--- src/design/pkt_pkg.sv ---
package pkt_pkg;

	////////////////////////////////////////////////////////////
	// Default widths
	////////////////////////////////////////////////////////////

	// Word width of the datapath in bits
	localparam int DEFAULT_DATA_WIDTH = 32;

	// Address width of the packet memory, so 16 words deep by default
	localparam int DEFAULT_ADDR_WIDTH = 4;

	////////////////////////////////////////////////////////////
	// Ingest FSM encoding
	////////////////////////////////////////////////////////////

	// ST_COLLECT takes words and writes them into the packet memory
	// ST_DISCARD drops the tail of a packet that outgrew the memory
	// ST_WAIT_FREE holds off new words until the forwarder frees the slot
	typedef enum logic [1:0] {
		ST_COLLECT   = 2'd0,
		ST_DISCARD   = 2'd1,
		ST_WAIT_FREE = 2'd2
	} ingest_state_t;

endpackage

--- src/design/pkt_buffer_top.sv ---
`timescale 1ns/1ps

module pkt_buffer_top #(
	parameter int DATA_WIDTH = pkt_pkg::DEFAULT_DATA_WIDTH,
	parameter int ADDR_WIDTH = pkt_pkg::DEFAULT_ADDR_WIDTH,
	parameter bit READY_REG  = 1'b1
) (
	input  logic                  clk,
	input  logic                  arst_n,
	// Ingest side, plain strobes with a ready level
	input  logic [DATA_WIDTH-1:0] in_data,
	input  logic                  in_valid,
	input  logic                  in_last,
	output logic                  in_ready,
	// Output stream, valid/ready
	output logic [DATA_WIDTH-1:0] out_data,
	output logic                  out_valid,
	output logic                  out_last,
	input  logic                  out_ready
);

	// Ingest to memory
	logic                  wr_en;
	logic [ADDR_WIDTH-1:0] wr_addr;
	logic [DATA_WIDTH-1:0] wr_data;
	logic                  commit;
	logic [ADDR_WIDTH-1:0] commit_last_addr;
	logic                  slot_free;

	// Memory to forwarder
	logic                  slot_full;
	logic [ADDR_WIDTH-1:0] slot_last_addr;
	logic                  rd_en;
	logic [ADDR_WIDTH-1:0] rd_addr;
	logic [DATA_WIDTH-1:0] rd_data;
	logic                  done;

	pkt_ingest #(
		.DATA_WIDTH(DATA_WIDTH),
		.ADDR_WIDTH(ADDR_WIDTH)
	) ingest_i (
		.clk              (clk),
		.arst_n           (arst_n),
		.in_data          (in_data),
		.in_valid         (in_valid),
		.in_last          (in_last),
		.in_ready         (in_ready),
		.slot_free        (slot_free),
		.wr_en            (wr_en),
		.wr_addr          (wr_addr),
		.wr_data          (wr_data),
		.commit           (commit),
		.commit_last_addr (commit_last_addr)
	);

	pkt_mem #(
		.DATA_WIDTH(DATA_WIDTH),
		.ADDR_WIDTH(ADDR_WIDTH)
	) mem_i (
		.clk              (clk),
		.arst_n           (arst_n),
		.wr_en            (wr_en),
		.wr_addr          (wr_addr),
		.wr_data          (wr_data),
		.commit           (commit),
		.commit_last_addr (commit_last_addr),
		.rd_en            (rd_en),
		.rd_addr          (rd_addr),
		.rd_data          (rd_data),
		.done             (done),
		.slot_free        (slot_free),
		.slot_full        (slot_full),
		.slot_last_addr   (slot_last_addr)
	);

	pkt_forwarder #(
		.DATA_WIDTH(DATA_WIDTH),
		.ADDR_WIDTH(ADDR_WIDTH),
		.READY_REG (READY_REG)
	) forwarder_i (
		.clk            (clk),
		.arst_n         (arst_n),
		.slot_full      (slot_full),
		.slot_last_addr (slot_last_addr),
		.rd_en          (rd_en),
		.rd_addr        (rd_addr),
		.rd_data        (rd_data),
		.done           (done),
		.out_data       (out_data),
		.out_valid      (out_valid),
		.out_last       (out_last),
		.out_ready      (out_ready)
	);

endmodule

--- src/design/pkt_forwarder.sv ---
`timescale 1ns/1ps

module pkt_forwarder #(
	parameter int DATA_WIDTH = pkt_pkg::DEFAULT_DATA_WIDTH,
	parameter int ADDR_WIDTH = pkt_pkg::DEFAULT_ADDR_WIDTH,
	parameter bit READY_REG  = 1'b0
) (
	input  logic                  clk,
	input  logic                  arst_n,
	// Slot state from the memory
	input  logic                  slot_full,
	input  logic [ADDR_WIDTH-1:0] slot_last_addr,
	// Read port of the memory
	output logic                  rd_en,
	output logic [ADDR_WIDTH-1:0] rd_addr,
	input  logic [DATA_WIDTH-1:0] rd_data,
	// Frees the slot, high for exactly one cycle
	output logic                  done,
	// Output stream
	output logic [DATA_WIDTH-1:0] out_data,
	output logic                  out_valid,
	output logic                  out_last,
	input  logic                  out_ready
);

	logic slot_ready;

	////////////////////////////////////////////////////////////
	// Slot ready, optionally registered
	////////////////////////////////////////////////////////////

	generate
		if (READY_REG) begin : gen_ready_reg
			logic slot_ready_q;

			// Breaks the path from slot_full into rd_en
			// The flag lags by a cycle, so it is dropped on done to avoid
			// starting a read on a slot that is being released
			always_ff @(posedge clk or negedge arst_n) begin
				if (!arst_n)
					slot_ready_q <= 1'b0;
				else
					slot_ready_q <= slot_full && !done;
			end

			assign slot_ready = slot_ready_q;
		end else begin : gen_ready_comb
			assign slot_ready = slot_full;
		end
	endgenerate

	////////////////////////////////////////////////////////////
	// Read control and output register
	////////////////////////////////////////////////////////////

	// The memory output register doubles as the stream register
	assign out_data = rd_data;

	// Read when the slot is ready and the output is empty or being taken
	// Once the last word is out nothing more is fetched for this packet
	assign rd_en = slot_ready && (out_ready || !out_valid) && !out_last;

	// Last beat leaving the output frees the slot
	assign done = out_valid && out_ready && out_last;

	always_ff @(posedge clk or negedge arst_n) begin
		if (!arst_n) begin
			rd_addr   <= '0;
			out_valid <= 1'b0;
			out_last  <= 1'b0;
		end else begin
			// Valid stays up while a held beat waits, or a new word arrives
			out_valid <= rd_en || (out_valid && !out_ready);
			if (rd_en) begin
				// Wrap to zero so the next packet starts at the base
				if (rd_addr == slot_last_addr)
					rd_addr <= '0;
				else
					rd_addr <= rd_addr + 1'b1;
				out_last <= (rd_addr == slot_last_addr);
			end else if (out_valid && out_ready) begin
				out_last <= 1'b0;
			end
		end
	end

endmodule

--- src/design/pkt_ingest.sv ---
`timescale 1ns/1ps

module pkt_ingest #(
	parameter int DATA_WIDTH = pkt_pkg::DEFAULT_DATA_WIDTH,
	parameter int ADDR_WIDTH = pkt_pkg::DEFAULT_ADDR_WIDTH
) (
	input  logic                  clk,
	input  logic                  arst_n,
	// Upstream word source
	input  logic [DATA_WIDTH-1:0] in_data,
	input  logic                  in_valid,
	input  logic                  in_last,
	output logic                  in_ready,
	// Slot ownership as seen from the memory
	input  logic                  slot_free,
	// Write port of the packet memory
	output logic                  wr_en,
	output logic [ADDR_WIDTH-1:0] wr_addr,
	output logic [DATA_WIDTH-1:0] wr_data,
	// Length hand-off, commit is a one-cycle pulse
	output logic                  commit,
	output logic [ADDR_WIDTH-1:0] commit_last_addr
);

	// Highest address of the memory, where an overlong packet gets cut
	localparam logic [ADDR_WIDTH-1:0] LAST_ADDR = '1;

	pkt_pkg::ingest_state_t state;
	logic [ADDR_WIDTH-1:0]  wr_ptr;
	logic                   accept;

	// Words are only taken while collecting or discarding and the slot is ours
	assign in_ready = ((state == pkt_pkg::ST_COLLECT) || (state == pkt_pkg::ST_DISCARD))
		&& slot_free;
	assign accept   = in_valid && in_ready;

	////////////////////////////////////////////////////////////
	// Control FSM
	////////////////////////////////////////////////////////////

	always_ff @(posedge clk or negedge arst_n) begin
		if (!arst_n) begin
			state  <= pkt_pkg::ST_COLLECT;
			wr_ptr <= '0;
			wr_en  <= 1'b0;
			commit <= 1'b0;
		end else begin
			// Only words kept in ST_COLLECT reach the memory
			wr_en  <= accept && (state == pkt_pkg::ST_COLLECT);
			commit <= 1'b0;
			case (state)
				pkt_pkg::ST_COLLECT: begin
					if (accept) begin
						if (in_last) begin
							commit <= 1'b1;
							wr_ptr <= '0;
							state  <= pkt_pkg::ST_WAIT_FREE;
						end else if (wr_ptr == LAST_ADDR) begin
							// Memory is full, the pointer stays on the last address
							state <= pkt_pkg::ST_DISCARD;
						end else begin
							wr_ptr <= wr_ptr + 1'b1;
						end
					end
				end
				pkt_pkg::ST_DISCARD: begin
					// The tail is swallowed, the packet ends at the last address
					if (accept && in_last) begin
						commit <= 1'b1;
						wr_ptr <= '0;
						state  <= pkt_pkg::ST_WAIT_FREE;
					end
				end
				pkt_pkg::ST_WAIT_FREE: begin
					// slot_free is still stale while commit is high
					if (slot_free && !commit)
						state <= pkt_pkg::ST_COLLECT;
				end
				default: state <= pkt_pkg::ST_COLLECT;
			endcase
		end
	end

	////////////////////////////////////////////////////////////
	// Write data and length
	////////////////////////////////////////////////////////////

	always_ff @(posedge clk) begin
		if (accept && (state == pkt_pkg::ST_COLLECT)) begin
			wr_addr <= wr_ptr;
			wr_data <= in_data;
		end
		// In ST_DISCARD the pointer already sits on LAST_ADDR
		if (accept && in_last)
			commit_last_addr <= wr_ptr;
	end

endmodule

--- src/design/pkt_mem.sv ---
`timescale 1ns/1ps

module pkt_mem #(
	parameter int DATA_WIDTH = pkt_pkg::DEFAULT_DATA_WIDTH,
	parameter int ADDR_WIDTH = pkt_pkg::DEFAULT_ADDR_WIDTH
) (
	input  logic                  clk,
	input  logic                  arst_n,
	// Write port from ingest
	input  logic                  wr_en,
	input  logic [ADDR_WIDTH-1:0] wr_addr,
	input  logic [DATA_WIDTH-1:0] wr_data,
	// Length commit from ingest
	input  logic                  commit,
	input  logic [ADDR_WIDTH-1:0] commit_last_addr,
	// Read port from the forwarder
	input  logic                  rd_en,
	input  logic [ADDR_WIDTH-1:0] rd_addr,
	output logic [DATA_WIDTH-1:0] rd_data,
	// One-cycle pulse from the forwarder when the last word has left
	input  logic                  done,
	// Slot state
	output logic                  slot_free,
	output logic                  slot_full,
	output logic [ADDR_WIDTH-1:0] slot_last_addr
);

	localparam int DEPTH = 1 << ADDR_WIDTH;

	logic [DATA_WIDTH-1:0] mem [0:DEPTH-1];

	////////////////////////////////////////////////////////////
	// Word storage
	////////////////////////////////////////////////////////////

	always_ff @(posedge clk) begin
		if (wr_en)
			mem[wr_addr] <= wr_data;
	end

	// Registered read, same-address collisions return the old word
	// The output holds while rd_en is low so a stalled beat stays put
	always_ff @(posedge clk) begin
		if (rd_en)
			rd_data <= mem[rd_addr];
	end

	////////////////////////////////////////////////////////////
	// Slot ownership
	////////////////////////////////////////////////////////////

	// Full from the edge after commit until the edge after done
	always_ff @(posedge clk or negedge arst_n) begin
		if (!arst_n) begin
			slot_full <= 1'b0;
		end else begin
			if (commit)
				slot_full <= 1'b1;
			else if (done)
				slot_full <= 1'b0;
		end
	end

	// Address of the final word, loaded together with the full flag
	always_ff @(posedge clk) begin
		if (commit)
			slot_last_addr <= commit_last_addr;
	end

	// Ingest only needs the inverse, so it is provided here once
	assign slot_free = !slot_full;

endmodule

--- config.mk ---
export PLATFORM = sky130hd
export DESIGN_NAME = pkt_buffer_top
export DESIGN_NICKNAME = d
export VERILOG_FILES = /design/src/design/pkt_pkg.sv /design/src/design/pkt_buffer_top.sv /design/src/design/pkt_forwarder.sv /design/src/design/pkt_ingest.sv /design/src/design/pkt_mem.sv
export SDC_FILE = /design/constraint.sdc
export NUM_CORES = 1
export LEC_CHECK = 0
export ABC_AREA = 1
export BUFFER_PORTS_ARGS = -buffer_cell sky130_fd_sc_hd__buf_2
export CORE_ASPECT_RATIO = 0.7
export CORE_UTILIZATION = 40
export CTS_CLUSTER_SIZE = 14
export DETAILED_ROUTE_END_ITERATION = 10
export PLACE_DENSITY = 0.64
export SETUP_SLACK_MARGIN = 0.2
export SLEW_MARGIN = 25
export SYNTH_ARGS = -nofsm -noshare
export SYNTH_HDL_FRONTEND = slang
export SYNTH_SLANG_ARGS = --single-unit
--- constraint.sdc ---
create_clock -name clk -period 5.85 [get_ports clk]
set_clock_uncertainty 0.2 [all_clocks]
set_input_delay 0.2925 -clock clk [delete_from_list [all_inputs] [get_ports clk]]
set_output_delay 0.2925 -clock clk [all_outputs]
set_load 0.01 [all_outputs]
* Yosys cells after proc, flatten, opt, wreduce, memory -nomap -nowiden *
Memories as Yosys holds them, arrays and structs flattened. A register that Yosys moved wholly into a read port is not among the register bits.
Index checks and enable logic that the tools add are counted.

word-level totals
  bits in registers = 60
  logic and storage cells = 73
  output and inout bits = 35
  bits in writable memories = 512
  memories = 1

memory list
  memory     depth  width  rd ports  clocked after memory_dff  write ports  line           source
  mem_i.mem  16     32     1         1                         1            pkt_mem.sv:30  logic [DATA_WIDTH-1:0] mem [0:DEPTH-1];

operators by class
  eq/ne operators = 9
  reduce and logical (&&, ||, !) cells = 26
  $add $sub $neg = 2
  muxes and demuxes = 22

operator list
  kind                                                 count
  two-way mux 4 bit                                    5
  logical AND 1 bit                                    11
  two-way mux 2 bit                                    5
  two-way mux 1 bit                                    9
  adder 4 x 1 -> 4 bit, second input constant          2
  one-hot mux 4 bit (2 select lines)                   1
  AND reduction 4 bit                                  2
  logical NOT 1 bit                                    6
  != test 3 bit, second input constant                 2
  one-hot mux 2 bit (3 select lines)                   1
  nonzero test 2 bit                                   3
  equality test 4 bit                                  1
  equality test 4 bit, second input constant           1
  != test 2 x 1 -> 1 bit, second input constant        2
  logical OR 1 bit                                     3
  equality test 2 x 1 -> 1 bit, second input constant  1
  equality test 2 bit, second input constant           1
  logical NOT 2 bit                                    1
  != test 2 bit, second input constant                 1
  one-hot mux 1 bit (2 select lines)                   1

* Depth between registers and ports, before layout *
Gate-level depths: netlist of run 1.

  depth in word-level cells = 7
  depth in mapped cells = 10
  depth with buffers taken out = 8

* Modules after synthesis *
From an unflattened synthesis of run 1, not the netlist that was laid out.

second synthesis, totals
  cell total of the unflattened synthesis = 2339
  area, all modules = 25587.0 sq um

by module, submodules not included
  module         area each (sq um)  seq. area each (sq um)  times used  cells an instance
  pkt_mem        23216.0            16480.8                 1           2127
  pkt_ingest     1676.6             1401.3                  1           107
  pkt_forwarder  694.4              175.2                   1           105

* Worst setup path before layout of run 1 *
Ideal clock, no wire load.

  path kind = register to register
  from = register ingest_i.state[1]
  to = register ingest_i.wr_addr[0], enable pin
  cell stages (with the launch flop) = 4
  arrival = 2.358 ns
  buffers on the path = 0
  setup slack = 2.862 ns
  required time = 5.219 ns
  setup time = 0.431 ns
  period minus slack after synthesis = 2.988 ns
  cells stage by stage = dfrtp_1 > nor2_1 > nand2_1 > nor2_1

between the ends
  word-level cells in the longest chain between the ends = 5
  elaborated cells between the ends (all ways) = 6

ends and longest elaborated chain
  what                                                                      line                  source
  start, declared                                                           pkt_ingest.sv:28      pkt_pkg::ingest_state_t state;
  start signal, assigned                                                    pkt_ingest.sv:43      state <= pkt_pkg::ST_COLLECT;
  start signal, assigned                                                    pkt_ingest.sv:57      state <= pkt_pkg::ST_WAIT_FREE;
  start signal, assigned                                                    pkt_ingest.sv:60      state <= pkt_pkg::ST_DISCARD;
  equality test 2 x 1 -> 1 bit / logical NOT 2 bit (equally long branches)  pkt_ingest.sv:33      assign in_ready = ((state == pkt_pkg::ST_COLLECT) || (state == pkt_pkg::ST_DISCARD))
  logical OR 1 bit (*)                                                      pkt_ingest.sv:33
  logical AND 1 bit (*)                                                     pkt_ingest.sv:34      && slot_free;
  named net in_ready                                                        pkt_buffer_top.sv:14  output logic in_ready,
  logical AND 1 bit (*)                                                     pkt_ingest.sv:35      assign accept = in_valid && in_ready;
  logical AND 1 bit (*)                                                     pkt_ingest.sv:89      if (accept && (state == pkt_pkg::ST_COLLECT)) begin
  end signal, assigned                                                      pkt_ingest.sv:90      wr_addr <= wr_ptr;
  end, declared                                                             pkt_ingest.sv:18      output logic [ADDR_WIDTH-1:0] wr_addr,

The timed path passes the listed nets; every way through them passes the cells marked *.
A chain may end at the register's enable or synchronous reset.

==> impl_results.md, run 1 <==
* Iteration-0 DRC count of the detailed router at between 1500 and 2000
* Core ar. at ~62000 um^2
* Vias per cell at 4.98
* CP startpoint: forwarder_i.rd_addr[0]
* Initial Util at 0.407
* Initial DRT Pass Iterations at 7
* Reg-to-Reg End: mem_i.rd_data[23]
* Cell area after synthesis at 25100 um^2
* HP Class: input pin to flop
* Nets at approximately 2400
* Setup TNS at 0 ns
* Reg2reg start: forwarder_i.rd_addr[0]
* CP max FO at 138
* Clk Latency, worst-skew pair at 0.59 ns
* Final core utilization at 0.457
* First-pass GRT wire length at between 90000 and 100000 um
* Highest clock rate at about 310 MHz
* Status: completed
* DRC at 0
* Routability Congestion at 0.776
* Proportion of layout cells with a drive suffix above 1 at 0.0815
* CTS tree: done
* Arrival time worst endpoint at around 3.4 ns
* Crit path to: mem_i.rd_data[23]
* CTS Sinks at 604
* Fillcell total at approximately 5600
* Syn nets at 2318
* Worst-margin pin slew at 0.963 ns
* Seq/Total Area, Yosys at 0.718
* DIE HEIGHT at 212 um
* RSZ-0062 raised after global routing: no
* Fin crit share at 0.558
* Max-Cap Viols at 0
* Detail Placement HPWL at 30000 um
* GRT Util Overall at 0.191
* Syn-to-layout area delta at 12.3%
* Root Driver: clkbuf_16
* Pin count of the biggest net entering global routing at 185
* Leakage at 11.7 nW
* Fin worst setup slack at 2.59 ns
* FF+latch count, synth at between 600 and 700
* Power per cell area at 438 nW/um^2
* Post-layout minimum cycle time at 3.26 ns
* Area share of the largest cell type after synthesis at 0.702
* Endpoints failing hold at 0
* Tot Pwr at 12.4 mW
* Critical Path Start Type: flop
* Area leader, netlist: edfxtp_1
* Max H-tree Level at 2
* WL/cell at between 15 and 20 um
* Reg2Reg Depth at 7
* Flop2flop setup slack at 2.59 ns
* Syn_area_per_cell at 11.0 um^2
* Mapped Cells at 2279
* Max VDD drop at 0.324 mV
* Die span in x at 302 um
* DP Cell Count at about 3000
* TritonCTS Buffers at 55
* Critical path type: flop to flop
* Slew Viols, Final at 0
* CTS clk-pin slew, worst paths at 0.06 ns
* Top post-synthesis cells by area: edfxtp_1 70%, nand2_1 11%, nand3_1 7.9%, inv_1 6.0%, dfrtp_1 1.6%
* Initial antenna violation count at 0
* Die area at 63900 um^2
* Num rows at 76
* Critical Path RT at between 5 and 6 ns
* Total number of vias at 16000
* Final setup viols at 0
* Post CTS Setup Buffer Count at 0
* I/O pin total at 72
* Pre-CTS setup slack at around 2.5 ns
* Vias in the first global route at 15600
* # port buffers at 71
* Finished Layout Cells at 3225
* CTS Hold Bufs at 37
* Synth warnings at 0
* Resized cells post-CTS at 0
* Ant diodes at 0
* Worst rel slew slack at 0.357
* Remaining global-route overflow at 0
* Setup crit end kind: flop
* Clk buf depth at 3
* ANT nets after route at 0
* Unique masters post-synth at 23
* Post-Route WL at 60700 um
==> power breakdown <==
| group | leakage [nW] | switching [mW] | internal [mW] | total (mW) |
|---|---|---|---|---|
| combinational | 5.41 | 2.38 | 0.992 | 3.37 |
| sequential | 5.52 | 0.422 | 5.26 | 5.68 |
| clock | 0.799 | 1.55 | 1.78 | 3.33 |
==> registers in the layout (all words and copies together) (netlist names) <==
name	count
ingest_i.state	2
mem_i.rd_data	32
forwarder_i.rd_addr	4
ingest_i.wr_en	1
forwarder_i.gen_ready_reg.slot_ready_q	1
ingest_i.wr_ptr	4
forwarder_i.out_last	1
mem_i.mem	512
ingest_i.wr_addr	4
forwarder_i.out_valid	1
ingest_i.wr_data	32
ingest_i.commit	1
mem_i.slot_last_addr	4
ingest_i.commit_last_addr	4
mem_i.slot_full	1
==> metrics by stage <==
stage | hold slack [ns] | area (um^2)
final | 0.218 | 28200
after global routing | 0.199 | 28200
after CTS | 0.194 | 28200
after detailed placement | 0.0351 | 26300
after global placement | 0.0336 | 26300
after floorplan | -0.203 | 25100
==> Yosys cell counts <==
cell type    n
ha_1         2
inv_2        3
a21oi_1      1
nand2_1    711
nand4_1      2
o22ai_1      1
nand3b_1     3
edfxtp_1   588
nor2_1      36
buf_1        7
buf_4       13
dfrtp_1     16
buf_2       62
nor2_2       1
xor2_1       4
o21ai_0      4
nand3_1    395
or2_2        1
o21ai_1      1
clkbuf_1    11
inv_4        1
buf_6       15
inv_1      401
==> worst min path at each step <==
stage | from | cells past startpoint | to | slack (ns)
final | in_data[1] | 2 | ingest_i.wr_data[1] | 0.22
after global placement | arst_n | 1 | forwarder_i.gen_ready_reg.slot_ready_q | 0.03
after CTS | in_data[5] | 2 | ingest_i.wr_data[5] | 0.19
after floorplan | arst_n | 0 | forwarder_i.gen_ready_reg.slot_ready_q | -0.20
after detailed placement | arst_n | 1 | forwarder_i.out_last | 0.04
after global routing | in_data[1] | 2 | ingest_i.wr_data[1] | 0.20
==> critical path: stages, from the launching register on <==
cell     delay, ns
dfrtp_4       0.80
inv_8         0.76
buf_12        0.44
nand2_1       0.12
nand3_1       0.10
nand3_1       0.13
nand3_1       0.13
nand2_1       0.07
==> logic make-up (layout without fill, tap and decap cells) <==
group / count (synthesis) / after routing / share of synthesized area
and+or+nand+nor: 1149 / 1149 / 0.192
DFF: 604 / 604 / 0.718
buffers and inverters: 513 / 640 / 0.0862
AOI/OAI and AO/OA: 7 / 7 / 0.00144
xor gates and xnor gates: 4 / 4 / 0.00139
adders and majority gates: 2 / 2 / 0.000995
==> cell usage in the layout, fill, tap and decap left out <==
cell type        n
nand3b_1         3
nor2_2           1
inv_1          399
a21oi_1          1
dfrtp_1         12
inv_8            1
or2_2            1
inv_6            2
clkinv_4         2
dfrtp_4          2
buf_2           71
clkbuf_1        16
xor2_1           4
clkbuf_16       57
o22ai_1          1
inv_2            2
edfxtp_1       588
nand3_1        395
nor2_4          17
inv_4            1
buf_4           24
ha_1             2
nand4_1          2
clkinv_1        15
dlygate4sd3_1   37
buf_12           2
nand2_1        711
o21ai_1          1
nor2_1          19
o21ai_0          4
dfrtp_2          2
clkinv_2        11
==> area by class of cell <==
class / instances / area, um^2 / share of cell area
flip-flops and latches: 604 / 18100 / 0.640
multi-input cells: 1162 / 5050 / 0.179
inverters: 405 / 1540 / 0.0544
clock buffers: 73 / 1490 / 0.0526
well taps: 819 / 1020 / 0.0363
repair buffers: 134 / 946 / 0.0335
clock inverters: 28 / 134 / 0.00474
==> metal layers <==
layer  GRT usage  vias up  wire length (um)
li1            -     7579                 -
met1       0.275     7705             26800
met2       0.305      657             27700
met3      0.0271      105              4890
met4      0.0465        0              1230
met5     0.00307        -                 0
Power figures use the tool's default switching activity.
==> inputs of run 2 (changes only) <==
ABC_AREA = 0   (was 1)
PLACE_DENSITY = 0.66   (was 0.64)
clock period = 2.8 ns   (was 5.85 ns; I/O delays follow)
==> impl_results.md, run 2 <==
* Critical Path RT at between 2 and 3 ns
* Worst-margin pin slew at between 0.7 and 0.8 ns
* Nets at roughly 1200
* Highest clock rate at 438 MHz
* Tot Pwr at 24.1 mW
* Finished Layout Cells at 1912
* Remaining global-route overflow at 0
* Initial antenna violation count at 0
* Setup crit end kind: flop
* Sequential Power Share at 0.481
* Number of enable flip-flop cells after synthesis at 588
* Critical Path Start Type: flop
* CTS clk-pin slew, worst paths at 0.06 ns
* WL/cell at 25.4 um
* Routability Congestion at 0.739
* Mapped Cells at 966
* Iteration-0 DRC count of the detailed router at 959
* Fillcell total at 4434
* Detail Placement HPWL at 26500 um
* Reg2reg start: forwarder_i.rd_addr[1]
* I/O pin total at 72
* Status: completed
* Reg-to-Reg End: mem_i.rd_data[31]
* Largest register FFs at just over 500
* CTS Sinks at 604
* ANT nets after route at 0
* Num rows at 72
* Syn-to-layout area delta at 17.4%
* Pre-CTS setup slack at 0.505 ns
* Initial DRT Pass Iterations at 5
* Area leader, netlist: edfxtp_1
* Count leader, synth: edfxtp_1
* RSZ-0062 raised after global routing: no
* # port buffers at 71
* DIE HEIGHT at 200 um
* Arrival time worst endpoint at 2.41 ns
* Die span in x at approximately 280 um
* Clk buf depth at 3
* First-pass GRT wire length at 71600 um
* Reg with most FFs: mem_i.mem
* Main flop type after synthesis: edfxtp_1
* Syn nets at 1005
* Switching pwr at roughly 6.7 mW
* Crit-path max cell delay at slightly above 0.8 ns
* Slew Viols, Final at 0
* Syn_area_per_cell at 23.1 um^2
* Total number of vias at 10500
* Seq/Total Area, Yosys at 0.808
* GRT Util Overall at 0.174
* Pin count of the biggest net entering global routing at 38
* Root Driver: clkbuf_16
* Async SR Flop Fraction at 0.0265
* Ant diodes at 0
* Worst rel slew slack at 0.470
* Post-Route WL at 48500 um
* Die area at 56900 um^2
* Critical path type: flop to flop
* Post-route cell area at 26200 um^2
* Max-Cap Viols at 0
* Area share of the largest cell type after synthesis at 0.790
* Worst Hold Path Cells at 2
* Pint at 17.5 mW
* Clk pwr share at 0.283
* Vias per cell at 5.47
* Initial Util at 0.405
* Top flop regs: mem_i.mem x512, ingest_i.wr_data x32, mem_i.rd_data x32
* Worst hold margin at ~0.052 ns
* FF+latch count, synth at 604
* Power per cell area at 919 nW/um^2
* Comb power frac at 0.236
* CP max stage cell: dfrtp_4
* Hold path endpoint: ingest_i.wr_data[14]
* Post-layout minimum cycle time at ~2.3 ns
* TritonCTS Buffers at 53
* DP Cell Count at about 1800
* Commonest cells after routing, fill and taps aside: 588 x edfxtp_1, 128 x mux4_2, 71 x buf_2
* Clk Latency, worst-skew pair at 0.60 ns
* Max VDD drop at between 0.6 and 0.7 mV
* HP Start: in_data[14]
* DRC at 0
* Fin crit share at 0.815
* Proportion of layout cells with a drive suffix above 1 at 0.298
* Max H-tree Level at 2
* Vias in the first global route at 10900
* Post-DP Area at between 20000 and 25000 um^2
* Setup TNS at 0 ns
* Switching part of the total at 0.276
* Final core utilization at 0.475
* Unique masters post-synth at 40
* Top post-synthesis cells by area: edfxtp_1 79%, mux4_2 13%, a22oi_1 2.1%, dfrtp_1 1.8%, nand2_1 0.67%
* HP Class: input pin to flop
* CTS tree: done
* Endpoints failing hold at 0
* Post CTS Setup Buffer Count at 0
* Post-synth top cells: 588 x edfxtp_1, 128 x mux4_2, 64 x a22oi_1
* CP Cell Sequence: buf_4, mux4_2, a22oi_1, nand2_1
* Reg2Reg Depth at 4
* Most common cell after layout, fill and taps aside: edfxtp_1
* Fin worst setup slack at just over 0.5 ns
* Flop2flop setup slack at 0.52 ns
* Synth warnings at 0
* Final setup viols at 0
* Leakage at 8.40 nW
* CP max FO at 33
* Cell area after synthesis at 22400 um^2
* Core ar. at 55200 um^2
[run 2: changes by cell type in the layout (fill, tap and decap cells not counted), sizes merged, moves of 34 or more]
cell   change
buf       +34
nand3    -394
mux4     +128
nand2    -671
a22oi     +64
inv      -399
[run 2: what timing repair did]
action / CTS / global route
hold endpoints to repair: 64 / 0
hold buffers: 37 / 0
resized for setup: 0 / 0
[run 2: cell type report]
cell class                 count  area, um^2  area share
sequential                   604       18100       0.688
multi-input combinational    312        4190       0.160
timing repair buffer         168        1490      0.0567
clock buffer                  64        1370      0.0521
tap                          740         926      0.0353
clock inverter                21         190     0.00725
inverter                       3        11.3    0.000429
[run 2: power by group through the flow]
stage | Sequential [mW] | Combinational, mW | Clock (mW)
6_report | 11.6 | 5.68 | 6.83
3_3_place_gp | 11.8 | 5.64 | 0
5_1_grt | 11.7 | 6.11 | 7.30
2_1_floorplan | 11.6 | 3.77 | 0
3_5_place_dp | 11.8 | 5.74 | 0
4_1_cts | 11.6 | 5.79 | 6.98
[run 2: cells by family after synthesis]
| group | Yosys count | share of synthesized area |
|---|---|---|
| adder cells (fa/ha/maj) | 2 | 0.00112 |
| AND/OR/NAND/NOR | 95 | 0.0208 |
| buffers and inverters | 50 | 0.0122 |
| AO/OA/AOI/OAI | 82 | 0.0271 |
| XOR/XNOR | 4 | 0.00157 |
| multiplexers | 129 | 0.129 |
| flip-flops | 604 | 0.808 |
[run 2: worst max-delay path: cells and delay by family, from the launching register on]
kind                   cells  cell delay, ns
AOI/OAI and AO/OA          1            0.23
buffers and inverters      1            0.34
DFF                        1            0.82
muxes                      1            0.33
and+or+nand+nor            1            0.08
[run 2: metal layers]
layer,vias up,global-route usage,wire length (um)
li1,4422,-,-
met1,5560,0.260,22100
met2,392,0.270,22000
met3,80,0.0276,3460
met4,0,0.0418,946
met5,-,0,0
[run 2: worst max-delay path by stage]
| stage | startpoint | end |
|---|---|---|
| CTS | forwarder_i.rd_addr[1] | mem_i.rd_data[31] |
| global route | forwarder_i.rd_addr[1] | mem_i.rd_data[31] |
| global placement | forwarder_i.rd_addr[0] | mem_i.rd_data[16] |
| finish | forwarder_i.rd_addr[1] | mem_i.rd_data[31] |
| detailed placement | forwarder_i.rd_addr[1] | mem_i.rd_data[31] |
| floorplan | ingest_i.wr_addr[2] | mem_i.mem[1][0] |
